**config.mk**
```make
export PLATFORM = sky130hd
export DESIGN_NAME = axis_trunc_top
export DESIGN_NICKNAME = d
export VERILOG_FILES = /design/src/logic/trunc_pkg.sv /design/src/logic/axis_trunc_core.sv /design/src/logic/axis_trunc_top.sv /design/src/logic/trunc_stats.sv /design/src/logic/trunc_wb_regs.sv
export SDC_FILE = /design/constraint.sdc
export NUM_CORES = 1
export LEC_CHECK = 0
export ABC_CLOCK_PERIOD_IN_PS = 8700
export BUFFER_PORTS_ARGS = -buffer_cell sky130_fd_sc_hd__buf_4
export CAP_MARGIN = 20
export CORE_MARGIN = 2
export CORE_UTILIZATION = 38
export DETAILED_ROUTE_END_ITERATION = 8
export SLEW_MARGIN = 20
export SYNTH_ARGS = -nofsm -noshare
export SYNTH_HDL_FRONTEND = slang
export SYNTH_SLANG_ARGS = --single-unit
```
**constraint.sdc**
```tcl
create_clock -name axi4s_in -period 8.7 [get_ports axi4s_in]
set_clock_uncertainty 0.05 [all_clocks]
set_input_delay 0.87 -clock axi4s_in [delete_from_list [all_inputs] [get_ports axi4s_in]]
set_output_delay 0.87 -clock axi4s_in [all_outputs]
set_load 0.01 [all_outputs]
```
**src/logic/trunc_pkg.sv**
```systemverilog
/*
 * shared definitions for the AXI4-Stream packet truncator
 * holds the beat and event structs, the register map and
 * the Wishbone slave state encoding
 */

`default_nettype none

package trunc_pkg;

   // --------------------------------------------------
   // stream geometry
   // --------------------------------------------------

   // the data path is fixed at eight bytes per beat
   localparam int DATA_BYTES = 8;

   // a byte count or a byte limit within one packet
   typedef logic [15:0] byte_len_t;

   // one keep bit per data byte
   typedef logic [DATA_BYTES-1:0] keep_t;

   // width of each statistics counter
   typedef logic [31:0] stat_cnt_t;

   // one stream beat, sideband fields ride along untouched
   typedef struct packed {
      logic [DATA_BYTES*8-1:0] tdata;
      keep_t                   tkeep;
      logic                    tlast;
      logic [3:0]              tid;
      logic [3:0]              tdest;
      logic                    tuser;
   } axis_beat_t;

   // per-beat report from the core to the statistics unit
   // pkt_done and truncated are only ever high together with an accepted last beat
   typedef struct packed {
      logic      pkt_done;
      logic      truncated;
      byte_len_t dropped;
   } trunc_event_t;

   // --------------------------------------------------
   // Wishbone register map
   // --------------------------------------------------

   typedef logic [4:0]  wb_addr_t;
   typedef logic [31:0] wb_data_t;

   // bit 0 is the truncation enable
   localparam wb_addr_t REG_CTRL    = 5'h00;
   // low 16 bits hold the byte limit, zero means no limit
   localparam wb_addr_t REG_LENGTH  = 5'h04;
   // read gives the packet count, any write clears all three counters
   localparam wb_addr_t REG_PKTS    = 5'h08;
   localparam wb_addr_t REG_TRUNCS  = 5'h0C;
   localparam wb_addr_t REG_DROPPED = 5'h10;

   // slave handshake states, ack is high only in WB_ACK
   typedef enum logic {
      WB_IDLE = 1'b0,
      WB_ACK  = 1'b1
   } wb_state_t;

endpackage

`default_nettype wire

```
**src/logic/axis_trunc_core.sv**
```systemverilog
/*
 * AXI4-Stream truncation core
 * counts the bytes of each packet, marks the beat holding the
 * last allowed byte as tlast with a trimmed keep mask, and
 * swallows the rest of the packet at one beat per cycle
 */

`timescale 1ns/1ns
`default_nettype none

module axis_trunc_core
   import trunc_pkg::*;
#(
   // when set, byte 0 of a beat sits in the top keep bit
   parameter bit BIGENDIAN = 1'b0
) (
   input  wire          axi4s_in,
   input  wire          rst_n,

   input  wire axis_beat_t  in_beat,
   input  wire          in_valid,
   output logic         in_ready,

   output axis_beat_t   out_beat,
   output logic         out_valid,
   input  wire          out_ready,

   input  wire          trunc_enable,
   input  wire byte_len_t   trunc_length,

   output trunc_event_t trunc_event
);

   // wide enough to hold a full beat count of DATA_BYTES
   localparam int CNT_W = $clog2(DATA_BYTES) + 1;

   // --------------------------------------------------
   // helpers
   // --------------------------------------------------

   // number of valid bytes in a beat
   function automatic logic [CNT_W-1:0] count_ones(input keep_t keep);
      logic [CNT_W-1:0] total;
      total = '0;
      for (int i = 0; i < DATA_BYTES; i++) begin
         total = total + CNT_W'(keep[i]);
      end
      return total;
   endfunction

   // keep only the first nbytes bytes of the beat in stream order
   function automatic keep_t trim_keep(input keep_t keep, input logic [CNT_W-1:0] nbytes);
      keep_t trimmed;
      trimmed = '0;
      for (int i = 0; i < DATA_BYTES; i++) begin
         if (i < nbytes) begin
            if (BIGENDIAN) begin
               trimmed[DATA_BYTES-1-i] = keep[DATA_BYTES-1-i];
            end else begin
               trimmed[i] = keep[i];
            end
         end
      end
      return trimmed;
   endfunction

   // --------------------------------------------------
   // packet state
   // --------------------------------------------------

   // bytes already accepted in the current packet, zero on a first beat
   byte_len_t        byte_count;
   logic             first_beat;
   // limit and enable captured with the first beat of the packet
   logic             lat_enable;
   byte_len_t        lat_length;
   // set once any byte of the current packet has been dropped
   logic             pkt_trunc;

   logic             cur_enable;
   byte_len_t        cur_length;
   logic             limit_on;
   logic [CNT_W-1:0] beat_bytes;
   byte_len_t        remaining;
   logic             pass_beat;
   logic             force_last;
   logic             accepted;
   byte_len_t        beat_dropped;
   logic [16:0]      next_count;

   // the first beat decides with the live register values, later beats with the latched copy
   assign cur_enable = first_beat ? trunc_enable : lat_enable;
   assign cur_length = first_beat ? trunc_length : lat_length;
   assign limit_on   = cur_enable && (cur_length != '0);

   assign beat_bytes = count_ones(in_beat.tkeep);
   assign remaining  = cur_length - byte_count;

   // a beat passes while the limit has not yet been reached
   assign pass_beat  = !limit_on || (byte_count < cur_length);
   // this beat holds byte L, so it ends the output packet
   assign force_last = limit_on && pass_beat && (remaining <= byte_len_t'(beat_bytes));

   // --------------------------------------------------
   // stream path, no registers between input and output
   // --------------------------------------------------

   always_comb begin
      out_beat = in_beat;
      if (force_last) begin
         out_beat.tlast = 1'b1;
         // remaining fits in CNT_W bits here since it is at most beat_bytes
         out_beat.tkeep = trim_keep(in_beat.tkeep, remaining[CNT_W-1:0]);
      end
   end

   assign out_valid = in_valid && pass_beat;
   // dropped beats are always taken so the tail drains under back-pressure
   assign in_ready  = pass_beat ? out_ready : 1'b1;
   assign accepted  = in_valid && in_ready;

   // bytes lost on this beat, either the whole beat or the part cut off by the trim
   always_comb begin
      if (!pass_beat) begin
         beat_dropped = byte_len_t'(beat_bytes);
      end else if (force_last) begin
         beat_dropped = byte_len_t'(beat_bytes) - remaining;
      end else begin
         beat_dropped = '0;
      end
   end

   always_comb begin
      trunc_event.pkt_done  = accepted && in_beat.tlast;
      trunc_event.truncated = accepted && in_beat.tlast && (pkt_trunc || (beat_dropped != '0));
      trunc_event.dropped   = accepted ? beat_dropped : '0;
   end

   // --------------------------------------------------
   // byte counter and per-packet latches
   // --------------------------------------------------

   assign next_count = {1'b0, byte_count} + 17'(beat_bytes);

   always_ff @(posedge axi4s_in or negedge rst_n) begin
      if (!rst_n) begin
         byte_count <= '0;
         first_beat <= 1'b1;
         lat_enable <= 1'b0;
         lat_length <= '0;
         pkt_trunc  <= 1'b0;
      end else if (accepted) begin
         first_beat <= in_beat.tlast;
         if (first_beat) begin
            lat_enable <= trunc_enable;
            lat_length <= trunc_length;
         end
         if (in_beat.tlast) begin
            byte_count <= '0;
            pkt_trunc  <= 1'b0;
         end else begin
            // saturate so a very long packet never wraps back into the pass region
            byte_count <= next_count[16] ? '1 : next_count[15:0];
            if (beat_dropped != '0) begin
               pkt_trunc <= 1'b1;
            end
         end
      end
   end

endmodule

`default_nettype wire

```
**src/logic/axis_trunc_top.sv**
```systemverilog
/*
 * AXI4-Stream packet truncator, top level
 * joins the truncation core, the statistics counters and
 * the Wishbone register slave
 */

`timescale 1ns/1ns
`default_nettype none

module axis_trunc_top
   import trunc_pkg::*;
#(
   // keep mask byte order, zero is little endian
   parameter bit BIGENDIAN = 1'b0
) (
   input  wire          axi4s_in,
   input  wire          rst_n,

   // stream in
   input  wire axis_beat_t  in_beat,
   input  wire          in_valid,
   output logic         in_ready,

   // stream out
   output axis_beat_t   out_beat,
   output logic         out_valid,
   input  wire          out_ready,

   // configuration port
   input  wire          wb_cyc,
   input  wire          wb_stb,
   input  wire          wb_we,
   input  wire wb_addr_t    wb_adr,
   input  wire wb_data_t    wb_dat_w,
   output wb_data_t     wb_dat_r,
   output logic         wb_ack
);

   // --------------------------------------------------
   // internal connections
   // --------------------------------------------------

   logic         trunc_enable;
   byte_len_t    trunc_length;
   logic         stats_clear;
   trunc_event_t trunc_event;
   stat_cnt_t    pkt_count;
   stat_cnt_t    trunc_count;
   stat_cnt_t    dropped_bytes;

   // stream path
   axis_trunc_core #(
      .BIGENDIAN    (BIGENDIAN)
   ) core0 (
      .axi4s_in     (axi4s_in),
      .rst_n        (rst_n),
      .in_beat      (in_beat),
      .in_valid     (in_valid),
      .in_ready     (in_ready),
      .out_beat     (out_beat),
      .out_valid    (out_valid),
      .out_ready    (out_ready),
      .trunc_enable (trunc_enable),
      .trunc_length (trunc_length),
      .trunc_event  (trunc_event)
   );

   // counters fed by the core's per-beat events
   trunc_stats stats0 (
      .axi4s_in      (axi4s_in),
      .rst_n         (rst_n),
      .trunc_event   (trunc_event),
      .stats_clear   (stats_clear),
      .pkt_count     (pkt_count),
      .trunc_count   (trunc_count),
      .dropped_bytes (dropped_bytes)
   );

   trunc_wb_regs regs0 (
      .axi4s_in      (axi4s_in),
      .rst_n         (rst_n),
      .wb_cyc        (wb_cyc),
      .wb_stb        (wb_stb),
      .wb_we         (wb_we),
      .wb_adr        (wb_adr),
      .wb_dat_w      (wb_dat_w),
      .wb_dat_r      (wb_dat_r),
      .wb_ack        (wb_ack),
      .pkt_count     (pkt_count),
      .trunc_count   (trunc_count),
      .dropped_bytes (dropped_bytes),
      .trunc_enable  (trunc_enable),
      .trunc_length  (trunc_length),
      .stats_clear   (stats_clear)
   );

endmodule

`default_nettype wire

```
**src/logic/trunc_stats.sv**
```systemverilog
/*
 * statistics for the packet truncator
 * saturating counters of packets seen, packets truncated
 * and bytes dropped, cleared together on request
 */

`timescale 1ns/1ns
`default_nettype none

module trunc_stats
   import trunc_pkg::*;
(
   input  wire          axi4s_in,
   input  wire          rst_n,

   input  wire trunc_event_t trunc_event,
   input  wire          stats_clear,

   output stat_cnt_t    pkt_count,
   output stat_cnt_t    trunc_count,
   output stat_cnt_t    dropped_bytes
);

   // add with saturation at all ones
   function automatic stat_cnt_t sat_add(input stat_cnt_t acc, input stat_cnt_t inc);
      logic [$bits(stat_cnt_t):0] sum;
      sum = {1'b0, acc} + {1'b0, inc};
      return sum[$bits(stat_cnt_t)] ? '1 : sum[$bits(stat_cnt_t)-1:0];
   endfunction

   // --------------------------------------------------
   // counters
   // --------------------------------------------------

   // each event lands at the edge that accepts its beat
   // clear wins over an event arriving in the same cycle
   always_ff @(posedge axi4s_in or negedge rst_n) begin
      if (!rst_n) begin
         pkt_count <= '0;
      end else if (stats_clear) begin
         pkt_count <= '0;
      end else if (trunc_event.pkt_done) begin
         pkt_count <= sat_add(pkt_count, stat_cnt_t'(1));
      end
   end

   always_ff @(posedge axi4s_in or negedge rst_n) begin
      if (!rst_n) begin
         trunc_count <= '0;
      end else if (stats_clear) begin
         trunc_count <= '0;
      end else if (trunc_event.truncated) begin
         trunc_count <= sat_add(trunc_count, stat_cnt_t'(1));
      end
   end

   // dropped bytes accumulate beat by beat, not once per packet
   always_ff @(posedge axi4s_in or negedge rst_n) begin
      if (!rst_n) begin
         dropped_bytes <= '0;
      end else if (stats_clear) begin
         dropped_bytes <= '0;
      end else if (trunc_event.dropped != '0) begin
         dropped_bytes <= sat_add(dropped_bytes, stat_cnt_t'(trunc_event.dropped));
      end
   end

endmodule

`default_nettype wire

```
**src/logic/trunc_wb_regs.sv**
```systemverilog
/*
 * Wishbone classic register slave for the truncator
 * holds the enable bit and the byte limit, returns the
 * statistics counters and acks every access after one cycle
 */

`timescale 1ns/1ns
`default_nettype none

module trunc_wb_regs
   import trunc_pkg::*;
(
   input  wire          axi4s_in,
   input  wire          rst_n,

   input  wire          wb_cyc,
   input  wire          wb_stb,
   input  wire          wb_we,
   input  wire wb_addr_t    wb_adr,
   input  wire wb_data_t    wb_dat_w,
   output wb_data_t     wb_dat_r,
   output logic         wb_ack,

   input  wire stat_cnt_t   pkt_count,
   input  wire stat_cnt_t   trunc_count,
   input  wire stat_cnt_t   dropped_bytes,

   output logic         trunc_enable,
   output byte_len_t    trunc_length,
   output logic         stats_clear
);

   wb_state_t state;
   // a new request, only taken while idle so each cycle is served once
   logic      wb_req;
   wb_data_t  rd_data;

   assign wb_req = wb_cyc && wb_stb && (state == WB_IDLE);
   assign wb_ack = (state == WB_ACK);

   // the counter clear acts on the same edge that raises ack
   assign stats_clear = wb_req && wb_we && (wb_adr == REG_PKTS);

   // --------------------------------------------------
   // read multiplexer
   // --------------------------------------------------

   always_comb begin
      case (wb_adr)
         REG_CTRL:    rd_data = {31'b0, trunc_enable};
         REG_LENGTH:  rd_data = {16'b0, trunc_length};
         REG_PKTS:    rd_data = pkt_count;
         REG_TRUNCS:  rd_data = trunc_count;
         REG_DROPPED: rd_data = dropped_bytes;
         // unmapped addresses read as zero
         default:     rd_data = '0;
      endcase
   end

   // --------------------------------------------------
   // handshake FSM and register writes
   // --------------------------------------------------

   always_ff @(posedge axi4s_in or negedge rst_n) begin
      if (!rst_n) begin
         state    <= WB_IDLE;
         wb_dat_r <= '0;
      end else begin
         case (state)
            WB_IDLE: begin
               if (wb_req) begin
                  state    <= WB_ACK;
                  // sample read data now so it is stable for the whole ack cycle
                  wb_dat_r <= rd_data;
               end
            end
            WB_ACK: begin
               // the master drops stb on the edge that ends the ack cycle
               state <= WB_IDLE;
            end
            default: state <= WB_IDLE;
         endcase
      end
   end

   always_ff @(posedge axi4s_in or negedge rst_n) begin
      if (!rst_n) begin
         trunc_enable <= 1'b0;
         trunc_length <= '0;
      end else if (wb_req && wb_we) begin
         if (wb_adr == REG_CTRL) begin
            trunc_enable <= wb_dat_w[0];
         end
         // the core only picks this up on the next first beat
         if (wb_adr == REG_LENGTH) begin
            trunc_length <= wb_dat_w[15:0];
         end
      end
   end

endmodule

`default_nettype wire

```
Word level (Yosys, flattened, before mapping):

Cells that the tools add are included.

* bits in registers: 181
* input bits: 126
* output and inout port bits: 117
* word-level logic and storage cells: 97

* add/subtract/negate cells: 13
* order comparisons: 10
* equal/unequal tests: 4
* multiplexer cells: 31
* bitwise operators: 1
* reduce and logical (&&, ||, !) cells: 26

Operators with widths (count)
* 32-bit 2-to-1 mux: 9
* 32-bit one-hot mux with 5 select lines: 1
* 16-bit 2-to-1 mux: 6
* 32-bit by 1-bit adder with 33-bit output (second input constant): 2
* 16-bit nonzero test: 3
* 32-bit by 16-bit adder with 33-bit output: 1
* 4-bit by 1-bit adder with 4-bit output: 6
* 16-bit by 4-bit adder with 17-bit output: 1
* 16-bit by 4-bit less-or-equal comparator with 1-bit output: 1
* 16-bit less-than comparator: 1
* 3-bit by 4-bit less-than comparator with 1-bit output (first input constant): 4
* 16-bit subtractor: 1
* 4-bit by 16-bit subtractor with 16-bit output: 1
* 1-bit 2-to-1 mux: 13
* 1-bit logical AND: 11
* 5-bit by 4-bit equality test with 1-bit output (second input constant): 2
* 9-bit 2-to-1 mux: 1
* 1-bit by 4-bit less-than comparator with 1-bit output (first input constant): 2
* 2-bit by 4-bit less-than comparator with 1-bit output (first input constant): 2
* 2-bit AND reduction: 4
* 2-bit nonzero test: 4
* 5-bit by 3-bit equality test with 1-bit output (second input constant): 1
* 5-bit equality test (second input constant): 1
* 5-bit zero test: 1
* 5 further kinds: 6

Longest topological paths before layout:

Gate-level depths: netlist (run 1).

* depth after elaboration: 16
* mapped depth: 30
* gate-level depth less buffers: 29

Cells and area by module:

A second synthesis (run 1) with hierarchy kept.

* cells, all modules: 1487
* area, all modules: 12982.5 sq um

Modules (own cells, without submodules)
* trunc_stats: times used 1, cells each 703, area an instance 6109.6 sq um
* axis_trunc_core: times used 1, cells each 518, area an instance 4279.1 sq um
* trunc_wb_regs: times used 1, cells each 266, area an instance 2593.7 sq um

Worst setup path before layout (run 1):

No wires, ideal clock.

* path kind: input to register
* start point: input port in_beat[10] in the netlist's numbering
* end point: register stats0.dropped_bytes[25]
* setup time: 0.120 ns
* data arrival time: 6.807 ns
* data required time: 8.530 ns
* path slack: 1.723 ns
* stages on the path: 30
* path buffers: 2
* path through: ha_1 inv_1 fa_1 fa_1 inv_1 fa_1 inv_1 fa_1 xnor2_1 ha_1 a21o_1 a21oi_1 inv_1 a41oi_1 nor4_4 nand4_1 clkbuf_1 nor2_1 ha_1 o21a_1 o21a_1 and4_1 a21oi_1 o21ai_1 and2_1 clkbuf_1 nand2b_1 nand2_1 or4_1 o211a_1

* word-level cells in the longest chain between the ends: 16
* elaborated cells on any way between the ends: 19
* classes of those cells: add/sub (9); order compare (1); mux (6); reduce/logical (3)

RTL lines
* start, declared: RTL line axis_trunc_top.sv:20 `input wire axis_beat_t in_beat,`
* 1-bit by 1-bit adder with 2-bit output *: RTL line axis_trunc_core.sv:46 `total = total + CNT_W'(keep[i]);`
* 4-bit by 1-bit adder with 4-bit output * (6 in series): RTL line axis_trunc_core.sv:46
* 16-bit by 4-bit less-or-equal comparator with 1-bit output: RTL line axis_trunc_core.sv:102 `assign force_last = limit_on && pass_beat && (remaining <= byte_len_t'(beat_bytes));`
* 1-bit logical AND: RTL line axis_trunc_core.sv:102
* 16-bit 2-to-1 mux: RTL line axis_trunc_core.sv:126 `end else if (force_last) begin`
* 16-bit 2-to-1 mux *: RTL line axis_trunc_core.sv:124 `if (!pass_beat) begin`
* 16-bit 2-to-1 mux *: RTL line axis_trunc_core.sv:136 `trunc_event.dropped = accepted ? beat_dropped : '0;`
* 32-bit by 16-bit adder with 33-bit output: RTL line trunc_stats.sv:27 `sum = {1'b0, acc} + {1'b0, inc};`
* 32-bit 2-to-1 mux: RTL line trunc_stats.sv:28 `return sum[$bits(stat_cnt_t)] ? '1 : sum[$bits(stat_cnt_t)-1:0];`
* 32-bit 2-to-1 mux: RTL line trunc_stats.sv:63 `end else if (trunc_event.dropped != '0) begin`
* 32-bit 2-to-1 mux: RTL line trunc_stats.sv:61 `end else if (stats_clear) begin`
* end signal, assigned: RTL line trunc_stats.sv:64 `dropped_bytes <= sat_add(dropped_bytes, stat_cnt_t'(trunc_event.dropped));`
* end, declared: RTL line trunc_stats.sv:21 `output stat_cnt_t dropped_bytes`

Mark *: on every way between the ends. The rest lies on a longest branch, timed or not. The select of a mux whose other input is x is not followed.
A chain may end at the register's enable or synchronous reset.

Worst setup path in the final report (run 1):

Same ends and word-level chain as after synthesis.

==> metrics.md, run 1 <==
| Metric | Value |
|---|---|
| Status | complete, no violations |
| Post-Syn Nets | roughly 1600 |
| Synth Instances | between 1000 and 1500 |
| Met1 GRT Util | 27.9% |
| Grt ovf | 0 |
| Die H | approximately 180 µm |
| Die width | 185 µm |
| Worst Tran Pin Value | slightly below 1 ns |
| Class of the worst hold path | flip-flop to flip-flop |
| Total of max-cap violations | 0 |
| GRT busiest layer | met2 |
| Adder-cell share of the synthesized area | under 10% |
| Footprint of the multi-input gates | between 6000 and 7000 µm² |
| Startpoint Class | input pin |
| Share of cells above drive strength 1 | approximately 13% |
| Main combinational cell family by area after synthesis | compound AO/OA/AOI/OAI gates |
| Worst-path cell with the longest stage delay | fa_1 |
| Most used cell, CP | fa_1 |
| DR vias/cell | between 5 and 6 |
| IO Count | roughly 240 |
| Drt wl/cell | roughly 19 µm |
| CTS Hold Buffers Added | 0 |
| Synth async-reset ratio | 100% |
| Crit-path max FO | 8 |
| Post-Synth Simple-Gate Area | approximately a fifth |
| All-layer global routing usage | 20.6% |
| Antenna violations before repair | 0 |
| Crit. End Element | flip-flop |
| Top cells by area, synth | dfrtp_1 36%, nand2_1 4.7%, buf_4 4.5%, ha_1 4.5%, a21oi_1 4.2% |
| Leakage | about 5.9 nW |
| Grt met3 use | approximately 3.7% |
| Setup TNS | 0 ns |
| Final Cycle Share | a little under nine tenths |
| Hold_ws | approximately 0.43 ns |
| Total Wirelength | 35100 µm |
| CTS tree | done |
| M2 GR Usage | approximately 33% |
| Top cell type by total area after synthesis | dfrtp_1 |
| Starting DRT DRC Count | 1133 |
| Layout area overhead | 7.59% |
| Maximum vdd drop | around 0.14 mV |
| Max-slew violations | 0 |
| Most common cell after layout, fill and taps aside | dfrtp_1 |
| Via count | 10800 |
| Seq/Total Area, Yosys | between 30% and 40% |
| Total CTS buffers | 17 |
| Die area | roughly 34000 µm² |
| Max_slew headroom | between 30% and 40% |
| Starting Density | about two fifths |
| Sink Count | about 180 |
| PortBufs | 80 |
| Synthesized flop and latch total | 181 |
| Synth warnings | 0 |
| 1st-pass router iterations | 6 |
| Post-cts sizing count | 0 |
| Crit path kind | input pin to flip-flop |
| CTS Buffer Depth | 2 |
| Final min period | roughly 7.5 ns |
| CP peak stage delay | roughly 0.50 ns |
| Syn_area_per_cell | ~8.7 µm² |
| Layout fillers | about 3300 |
| Final-stage net count | around 1600 |
| First-pass GRT wire length | 55500 µm |
| CTS H-tree lvls | 4 |
| RePlAce Congestion | roughly 0.85 |
| Cell area after synthesis | around 12000 µm² |
| Largest net degree at the start of global routing | 115 |
| EDFF count, synth | 0 |
| Reg area | about 4500 µm² |
| Synth Flop Type | dfrtp_1 |
| Root buffer cell | clkbuf_16 |
| Clk slew on worst S/H paths | around 0.070 ns |
| Most frequent cells in the layout | 180 x dfrtp_1, 157 x nand2_1, 108 x nor2_1 |
| Vias in the first global route | approximately 10000 |
| Max Freq | 133 MHz |
| DRC Markers | 0 |
| Setup bufs post-CTS | 0 |
| Synth cell types | between 80 and 90 |
| Antenna fix cells | 0 |
| Hpwl dp | about 25000 µm |
| Multiplexer area fraction after synthesis | 3.62% |
| Worst EP required | about 9.0 ns |
| Fin. Hold Viols | 0 |
| XOR/XNOR share of the synthesized area | under 10% |
| Pwr Density | about 220 nW/µm² |
| Final ANT Viol Nets | 0 |
| Skew-Pair Late Insertion Delay | ~0.45 ns |
| # setup viols final | 0 |
| # rows | 66 |
| Core area | around 32000 µm² |
| Compound-Gate Fraction of Synth Area | 23.4% |
| Worst EP arrival | between 7 and 8 ns |
| RSZ-0062 raised after global routing | false |
| Synth top area share | approximately 36% |
==> synth_stat cells (6+ instances only) <==
library cell	n
a211oi_1	28
a21o_1	26
a21oi_1	105
a222oi_1	31
a311oi_1	36
a31oi_1	44
a41oi_1	13
and2_1	14
and3_1	35
buf_2	19
buf_4	75
buf_6	6
clkbuf_1	60
dfrtp_1	180
fa_1	8
ha_1	45
inv_1	55
mux2_2	32
mux2i_1	9
nand2_1	157
nand2b_1	9
nand3_1	45
nand4_1	19
nor2_1	109
nor2b_1	6
nor3_1	50
nor4_1	12
o21a_1	9
o21ai_0	60
o31ai_1	6
xnor2_1	21
xor2_1	13
==> worst max-delay path, delay by kind of cell <==
kind / cells / cell delay [ns]
AO/OA/AOI/OAI: 10 / 2.11
XOR/XNOR: 1 / 0.37
adder cells (fa/ha/maj): 7 / 2.51
buffers and inverters: 6 / 0.59
AND/OR/NAND/NOR: 7 / 1.32
==> report_power, final <==
part | total [mW] | switching [mW] | leakage [nW] | internal, mW
clock network | 0.801 | 0.353 | 0.291 | 0.448
logic | 1.14 | 0.682 | 3.15 | 0.456
registers | 1.02 | 0.106 | 2.47 | 0.918
total | 2.96 | 1.14 | 5.91 | 1.82
==> metrics by stage <==
step / power, mW / instances / utilization (%) / instance area, µm² / worst slack [ns]
final: 2.96 / 1845 / 41.3 / 13400 / 1.20
after global routing: 3.15 / 1845 / 41.3 / 13400 / 0.755
after CTS: 2.97 / 1845 / 41.3 / 13400 / 1.24
after detailed placement: 2.16 / 1813 / 39.5 / 12800 / 0.781
after global placement: 2.15 / 1813 / 39.5 / 12800 / 0.813
after floorplan: 1.93 / 1437 / - / 12400 / 1.72
==> routing by layer <==
layer  vias to the layer above  routed length (µm)
li1                       5140                   -
met1                      5294               15800
met2                       310               16600
met3                        46                1760
met4                         0                 884
met5                         -                   0
==> cell families after synthesis <==
logic type	count (synthesis)
adders and majority gates	53
muxes	41
AOI/OAI and AO/OA	419
DFF	181
buffers and inverters	220
xor gates and xnor gates	35
and+or+nand+nor	488
==> sequential cells by signal, indices dropped and copies added (netlist names), 16 cells and up <==
signal	count
core0.byte_count	16
regs0.trunc_length	16
core0.lat_length	16
stats0.pkt_count	32
stats0.trunc_count	32
stats0.dropped_bytes	32
regs0.wb_dat_r	32
==> cell type report <==
cell class                      instances  share of cell area (%)
Tap cell                              442                    4.13
Inverter                               56                    1.57
Clock inverter                         10                   0.907
Sequential cell                       181                    33.9
Timing Repair Buffer                   98                    5.54
Multi-Input combinational cell       1036                    50.5
Clock buffer                           22                    3.54
==> final timing paths <==
path | startpoint | end | slack, ns | cells past startpoint
max | in_beat[10] | stats0.dropped_bytes[25] | 1.20 | 31
min | regs0.wb_dat_r[8] | regs0.wb_dat_r[8] | 0.43 | 1
max reg2reg | core0.first_beat | stats0.dropped_bytes[25] | 1.33 | 27
min reg2reg | regs0.wb_dat_r[8] | regs0.wb_dat_r[8] | 0.43 | 1
max in group asynchronous | rst_n | regs0.trunc_enable | 6.62 | 2
min in group asynchronous | rst_n | stats0.dropped_bytes[27] | 0.50 | 1
Note: power is estimated with default switching activity, not from simulation.
==> run 2: changes to the inputs <==
- SYNTH_HIERARCHICAL: default -> 1
==> run 2 against run 1 <==
Effect of this change:
- register-to-register slack got worse by 0.27 ns
- via count rose by 3.7%
- maximum frequency fell by 4.5%
- wire length rose by 3.9%
- area after synthesis rose by 4.4%
- sequential power barely moved
- final cell count rose by 3.1%
- flip-flop and latch count did not move
- combinational power barely moved
- clock power barely moved
- critical endpoint is now stats0/dropped_bytes[18]
- largest cell class unchanged
==> metrics.md, run 2 <==
| Metric | Value |
|---|---|
| Status | complete, no violations (unchanged) |
| CTS tree | done (unchanged) |
| Skew-Pair Late Insertion Delay | 0.45 ns (about the same) |
| Class of the worst hold path | flip-flop to flip-flop (unchanged) |
| Final-stage net count | 1621 (was 1569) |
| RSZ-0062 raised after global routing | false (unchanged) |
| Most frequent cells in the layout | 180 x dfrtp_1, 155 x nor2_1, 131 x a21oi_1 (was 180 x dfrtp_1, 157 x nand2_1, 108 x nor2_1) |
| Synth cell types | 86 (was 81) |
| Clk slew on worst S/H paths | 0.07 ns (about the same) |
| Worst EP required | 9.00 ns (was 8.98 ns) |
| Synth top area share | 34.7% (was 36.2%) |
| Total Wirelength | 36400 µm (was 35100 µm) |
| Starting Density | 38.6% (was 38.4%) |
| Worst-path cell with the longest stage delay | a21oi_1 (was fa_1) |
| Die width | 189 µm (was 185 µm) |
| Worst EP arrival | 8.15 ns (was 7.78 ns) |
| Startpoint Class | input pin (unchanged) |
| Most common cell in the netlist | dfrtp_1 (unchanged) |
| CTS Buffer Depth | 2 (unchanged) |
| Via count | 11200 (was 10800) |
| Fin. Hold Viols | 0 (unchanged) |
| Crit. End Element | flip-flop (unchanged) |
| Core area | 33600 µm² (was 32400 µm²) |
| Most common cell after layout, fill and taps aside | dfrtp_1 (unchanged) |
| Synth Flop Type | dfrtp_1 (unchanged) |
| Vias in the first global route | 10600 (was 10200) |
| Synth async-reset ratio | 100% (unchanged) |
| Crit path kind | input pin to flip-flop (unchanged) |
| Top cells by area, synth | dfrtp_1 35%, a21oi_1 5.1%, nor2_1 4.5%, buf_4 4.3%, ha_1 4.3% (was dfrtp_1 36%, nand2_1 4.7%, buf_4 4.5%, ha_1 4.5%, a21oi_1 4.2%) |
| Antenna fix cells | 0 (unchanged) |
| RePlAce Congestion | 0.851 (was 0.850) |
| Max-slew violations | 0 (unchanged) |
| Setup ws final | 0.844 ns (was 1.20 ns) |
| Die H | 189 µm (was 185 µm) |
| Die area | 35700 µm² (was 34200 µm²) |
| Total of max-cap violations | 0 (unchanged) |
| CP peak stage delay | 0.72 ns (was 0.50 ns) |
| Layout area overhead | 7.41% (was 7.59%) |
| Final min period | 7.86 ns (was 7.50 ns) |
| Grt ovf | 0 (unchanged) |
| Starting DRT DRC Count | 876 (was 1133) |
| Syn_area_per_cell | 8.73 µm² (was 8.66 µm²) |
| Post-cts sizing count | 0 (unchanged) |
| Top cell type by total area after synthesis | dfrtp_1 (unchanged) |
| Worst Tran Pin Value | 1.06 ns (was 0.983 ns) |
| Pre-CTS setup slack | 0.465 ns (was 0.781 ns) |
| Top Family by Delay on Critical Path | compound AO/OA/AOI/OAI gates (was adder cells) |
| Max Freq | 127 MHz (was 133 MHz) |
| Sink Count | 181 (unchanged) |
| Max_slew headroom | 28.5% (was 34.4%) |
| Synth Instances | 1487 (was 1437) |
| EDFF count, synth | 0 (unchanged) |
| Final ANT Viol Nets | 0 (unchanged) |
| Synth warnings | 6 (was 0) |
| Setup bufs post-CTS | 0 (unchanged) |
| Setup TNS | 0 ns (unchanged) |
| Commonest cells post-synth | 180 x dfrtp_1, 155 x nor2_1, 131 x a21oi_1 (was 180 x dfrtp_1, 157 x nand2_1, 109 x nor2_1) |
| Crit-path max FO | 17 (was 8) |
| Most used cell, CP | fa_1 (unchanged) |
| Fin util | 41.5% (was 41.3%) |
| Cell area after synthesis | 13000 µm² (was 12400 µm²) |
| Total CTS buffers | 17 (unchanged) |
| PortBufs | 80 (unchanged) |
| Final Cycle Share | 90.3% (was 86.2%) |
| Synthesized flop and latch total | 181 (unchanged) |
| DR vias/cell | 5.88 (was 5.85) |
| # setup viols final | 0 (unchanged) |
| Seq/Total Area, Yosys | 34.9% (was 36.4%) |
| Hpwl dp | 26000 µm (was 25100 µm) |
| Antenna violations before repair | 0 (unchanged) |
| IO Count | 243 (unchanged) |
| # rows | 67 (was 66) |
| Layout fillers | 3334 (was 3296) |
| First-pass GRT wire length | 58500 µm (was 55500 µm) |
| Leakage | 6.06 nW (was 5.91 nW) |
| Root buffer cell | clkbuf_16 (unchanged) |
| All-layer global routing usage | 20.4% (was 20.6%) |
| Buffers & Inverters on Critical Path | 5 (was 6) |
| Maximum vdd drop | 0.180 mV (was 0.141 mV) |
| Share of cells above drive strength 1 | 13.7% (was 13.5%) |
| Drt wl/cell | 19.2 µm (was 19.0 µm) |
| Largest net degree at the start of global routing | 110 (was 115) |
| Post-Syn Nets | 1666 (was 1616) |
| CTS H-tree lvls | 4 (unchanged) |
| 1st-pass router iterations | 5 (was 6) |
| DRC Markers | 0 (unchanged) |
| Pwr Density | 210 nW/µm² (was 221 nW/µm²) |
| CTS Hold Buffers Added | 0 (unchanged) |
[run 2: cell types whose count changed after synthesis, sizes merged, moves of 25 or more]
cell,change
nand2,-81
o22ai,+29
nor2,+48
a222oi,-31
a21oi,+25
[run 2: tightest hold or removal path: cells and delay by family, from the launching register on]
family,cells,cell delay [ns]
DFF,1,0.35
and+or+nand+nor,1,0.05
AOI/OAI and AO/OA,1,0.06
[run 2: power by group]
group	leakage [nW]	switching, mW	total (mW)	internal [mW]
Sequential	2.43	0.0828	0.996	0.913
Clock	0.285	0.363	0.798	0.435
Combinational	3.35	0.672	1.13	0.461
Total	6.06	1.12	2.93	1.81
[run 2: final timing paths]
path | from | endpoint | slack (ns) | depth (start not counted)
min | regs0/wb_dat_r[0] | regs0/wb_dat_r[0] | 0.45 | 2
max | in_beat[10] | stats0/dropped_bytes[18] | 0.84 | 25
max in group asynchronous | rst_n | regs0/wb_dat_r[0] | 6.66 | 2
min in group asynchronous | rst_n | stats0/pkt_count[4] | 0.46 | 1
max reg2reg | core0/first_beat | stats0/dropped_bytes[18] | 1.06 | 22
min reg2reg | regs0/wb_dat_r[0] | regs0/wb_dat_r[0] | 0.45 | 2
[run 2: kinds of logic after synthesis]
logic type	after synthesis	share of synthesized area [%]
xor+xnor	24	1.62
mux	82	6.81
buf+inv	215	8.84
flops	181	34.9
simple gates	494	19.8
fa+ha+maj	53	5.57
compound gates	438	22.5
[run 2: per-layer routing]
metal,up-vias,global-route usage (%),share of wire (%)
met3,32,3.04,4.6
met1,5468,29.6,49
met2,307,32.2,46
li1,5381,-,-
met5,-,0,0
met4,0,4.60,0.99
[run 2: stage by stage]
stage	hold WS, ns	cells	instance area (µm²)	power, mW
floorplan	0.414	1487	13000	1.86
global placement	0.424	1871	13400	2.11
detailed placement	0.432	1871	13400	2.13
CTS	0.447	1903	13900	2.94
global route	0.482	1903	13900	3.11
finish	0.445	1903	13900	2.93
[run 2: cell type report]
type / instances / area, µm² / share of cell area (%)
Clock buffer: 19 / 443 / 3.18
Clock inverter: 13 / 146 / 1.05
Inverter: 54 / 203 / 1.45
Multi-Input combinational cell: 1091 / 7330 / 52.5
Sequential cell: 181 / 4530 / 32.5
Tap cell: 448 / 561 / 4.02
Timing Repair Buffer: 97 / 734 / 5.27
==> run 3: changes to the inputs <==
- ABC_CLOCK_PERIOD_IN_PS: 8700 -> 7200
- clock period: 8.7 -> 7.2 ns (I/O delays scaled with it)
==> run 3 against run 2 <==
Effect of this change:
- utilization grew 1.9 points
- wire length grew 0.65%
- clock power grew 18%
- global-route usage grew 0.12 points
- critical endpoint is now stats0/dropped_bytes[22]
- largest cell class unchanged
- largest power group unchanged
==> metrics.md, run 3 (same netlist as run 2, synthesis figures left out) <==
| Metric | Value |
|---|---|
| Status | complete, no violations (unchanged) |
| IO Count | 243 (unchanged) |
| Skew-Pair Late Insertion Delay | 0.45 ns (about the same) |
| Crit path kind | input pin to flip-flop (unchanged) |
| Grt ovf | 0 (unchanged) |
| PortBufs | 80 (unchanged) |
| Antenna violations before repair | 0 (unchanged) |
| Die width | 189 µm (unchanged) |
| Largest net degree at the start of global routing | 112 (was 110) |
| Crit. End Element | flip-flop (unchanged) |
| Share of cells above drive strength 1 | 18.9% (was 13.7%) |
| 1st-pass router iterations | 6 (was 5) |
| Max_slew headroom | 29.3% (was 28.5%) |
| Buffers & Inverters on Critical Path | 6 (was 5) |
| First-pass GRT wire length | 58700 µm (was 58500 µm) |
| Maximum vdd drop | 0.186 mV (was 0.180 mV) |
| Total Wirelength | 36700 µm (was 36400 µm) |
| RePlAce Congestion | 0.897 (was 0.851) |
| Worst EP required | 7.48 ns (was 9.00 ns) |
| All-layer global routing usage | 20.6% (was 20.4%) |
| Final cell count without fillers | 1972 (was 1903) |
| Starting DRT DRC Count | 975 (was 876) |
| Pwr Density | 250 nW/µm² (was 210 nW/µm²) |
| # rows | 67 (unchanged) |
| Combinational share of power | 41.2% (was 38.7%) |
| Leakage | 6.44 nW (was 6.06 nW) |
| Crit-path max FO | 7 (was 17) |
| Final-stage net count | 1691 (was 1621) |
| Total CTS buffers | 17 (unchanged) |
| Drt wl/cell | 18.6 µm (was 19.2 µm) |
| Most frequent cells in the layout | 180 x dfrtp_1, 162 x buf_4, 155 x nor2_1 (was 180 x dfrtp_1, 155 x nor2_1, 131 x a21oi_1) |
| Final min period | between 6 and 7 ns |
| Post-Place Cells | 1939 (was 1871) |
| Cell Int Power | 2.26 mW (was 1.81 mW) |
| CTS H-tree lvls | 4 (unchanged) |
| Hpwl dp | 26600 µm (was 26000 µm) |
| Total net switching power | 1.38 mW (was 1.12 mW) |
| Final ANT Viol Nets | 0 (unchanged) |
| Class of the worst hold path | input pin to async pin (was flip-flop to flip-flop) |
| Max-slew violations | 0 (unchanged) |
| Startpoint Class | input pin (unchanged) |
| Starting Density | 38.6% (unchanged) |
| DR vias/cell | 5.84 (was 5.88) |
| Final Cycle Share | between 90% and 100% |
| Power, Total | 3.65 mW (was 2.93 mW) |
| Sw frac | 37.9% (was 38.2%) |
| Top Family by Delay on Critical Path | adder cells (was compound AO/OA/AOI/OAI gates) |
| Worst-path cell with the longest stage delay | fa_1 (was a21oi_1) |
| Layout area overhead | 12.4% (was 7.41%) |
| Pre-CTS setup slack | -0.485 ns (was 0.465 ns) |
| Max Freq | 145 MHz |
| Clk slew on worst S/H paths | 0.07 ns (about the same) |
| Worst EP arrival | 7.19 ns (was 8.15 ns) |
| CTS Hold Buffers Added | 0 (unchanged) |
| Sink Count | 181 (unchanged) |
| Most common cell after layout, fill and taps aside | dfrtp_1 (unchanged) |
| CTS Buffer Depth | 2 (unchanged) |
| Part of the power in registers | 32.9% (was 34.0%) |
| CP peak stage delay | 0.55 ns (was 0.72 ns) |
| Clock power share | 25.9% (was 27.3%) |
| Fin. Hold Viols | 0 (unchanged) |
| Setup ws final | 0.287 ns (was 0.844 ns) |
| Via count | 11500 (was 11200) |
| Die area | 35700 µm² (unchanged) |
| # setup viols final | 0 (unchanged) |
| Worst Tran Pin Value | 1.05 ns (was 1.06 ns) |
| CTS tree | done (unchanged) |
| Antenna fix cells | 0 (unchanged) |
| Core area | 33600 µm² (unchanged) |
| Root buffer cell | clkbuf_16 (unchanged) |
| Die H | 189 µm (unchanged) |
| DRC Markers | 0 (unchanged) |
| Vias in the first global route | 10900 (was 10600) |
| Total of max-cap violations | 0 (unchanged) |
==> run 3: final cells by class <==
type | instances | area [µm²]
tap | 448 | 561
fill | 3292 | 19000
clock buffer | 19 | 433
multi-input combinational | 1091 | 7430
inverter | 54 | 203
timing repair buffer | 167 | 1290
clock inverter | 12 | 146
sequential | 181 | 4530
==> run 3: worst paths after layout <==
kind | slack (ns) | start | cells past startpoint | to
min in group axi4s_in | 0.45 | wb_dat_w[5] | 2 | regs0/trunc_length[5]
max in group asynchronous | 5.36 | rst_n | 2 | core0/byte_count[3]
setup / recovery | 0.29 | in_beat[10] | 26 | stats0/dropped_bytes[22]
setup reg to reg | 0.57 | core0/first_beat | 23 | stats0/dropped_bytes[22]
hold / removal | 0.31 | rst_n | 1 | stats0/pkt_count[2]
hold reg to reg | 0.46 | core0/lat_enable | 1 | core0/lat_enable
==> run 3: power by group through the flow <==
stage,combinational [mW],clock (mW),sequential [mW]
2_1_floorplan,1.06,0,1.19
3_3_place_gp,1.43,0,1.22
3_5_place_dp,1.45,0,1.22
4_1_cts,1.46,0.967,1.20
5_1_grt,1.66,1.01,1.21
6_report,1.50,0.943,1.20
==> run 3: timing repair <==
item	in CTS	in global routing
pin swaps	0	5
buffers inserted	0	2
gates resized for setup	1	26
cloned	0	0
setup endpoints to repair	1	32
hold endpoints to repair	0	0
==> run 3: metal layers <==
metal | wire (µm) | track usage (%) | vias up | share of wire [%]
met4 | 501 | 5.02 | 0 | 1.4
met2 | 17000 | 33.0 | 336 | 46
li1 | - | - | 5501 | -
met1 | 17000 | 28.9 | 5643 | 46
met5 | 0 | 0 | - | 0
met3 | 2100 | 3.32 | 40 | 5.7
==> run 3: metrics by stage <==
step                      cell area (µm²)  hold WS, ns  utilization [%]  setup TNS, ns
final                               14600        0.310             43.4              0
after global routing                14600        0.415             43.4        -0.0407
after floorplan                     13000        0.374                -              0
after detailed placement            13900        0.449             41.3          -9.94
after global placement              13900        0.423             41.3          -6.21
after CTS                           14500        0.381             43.1              0
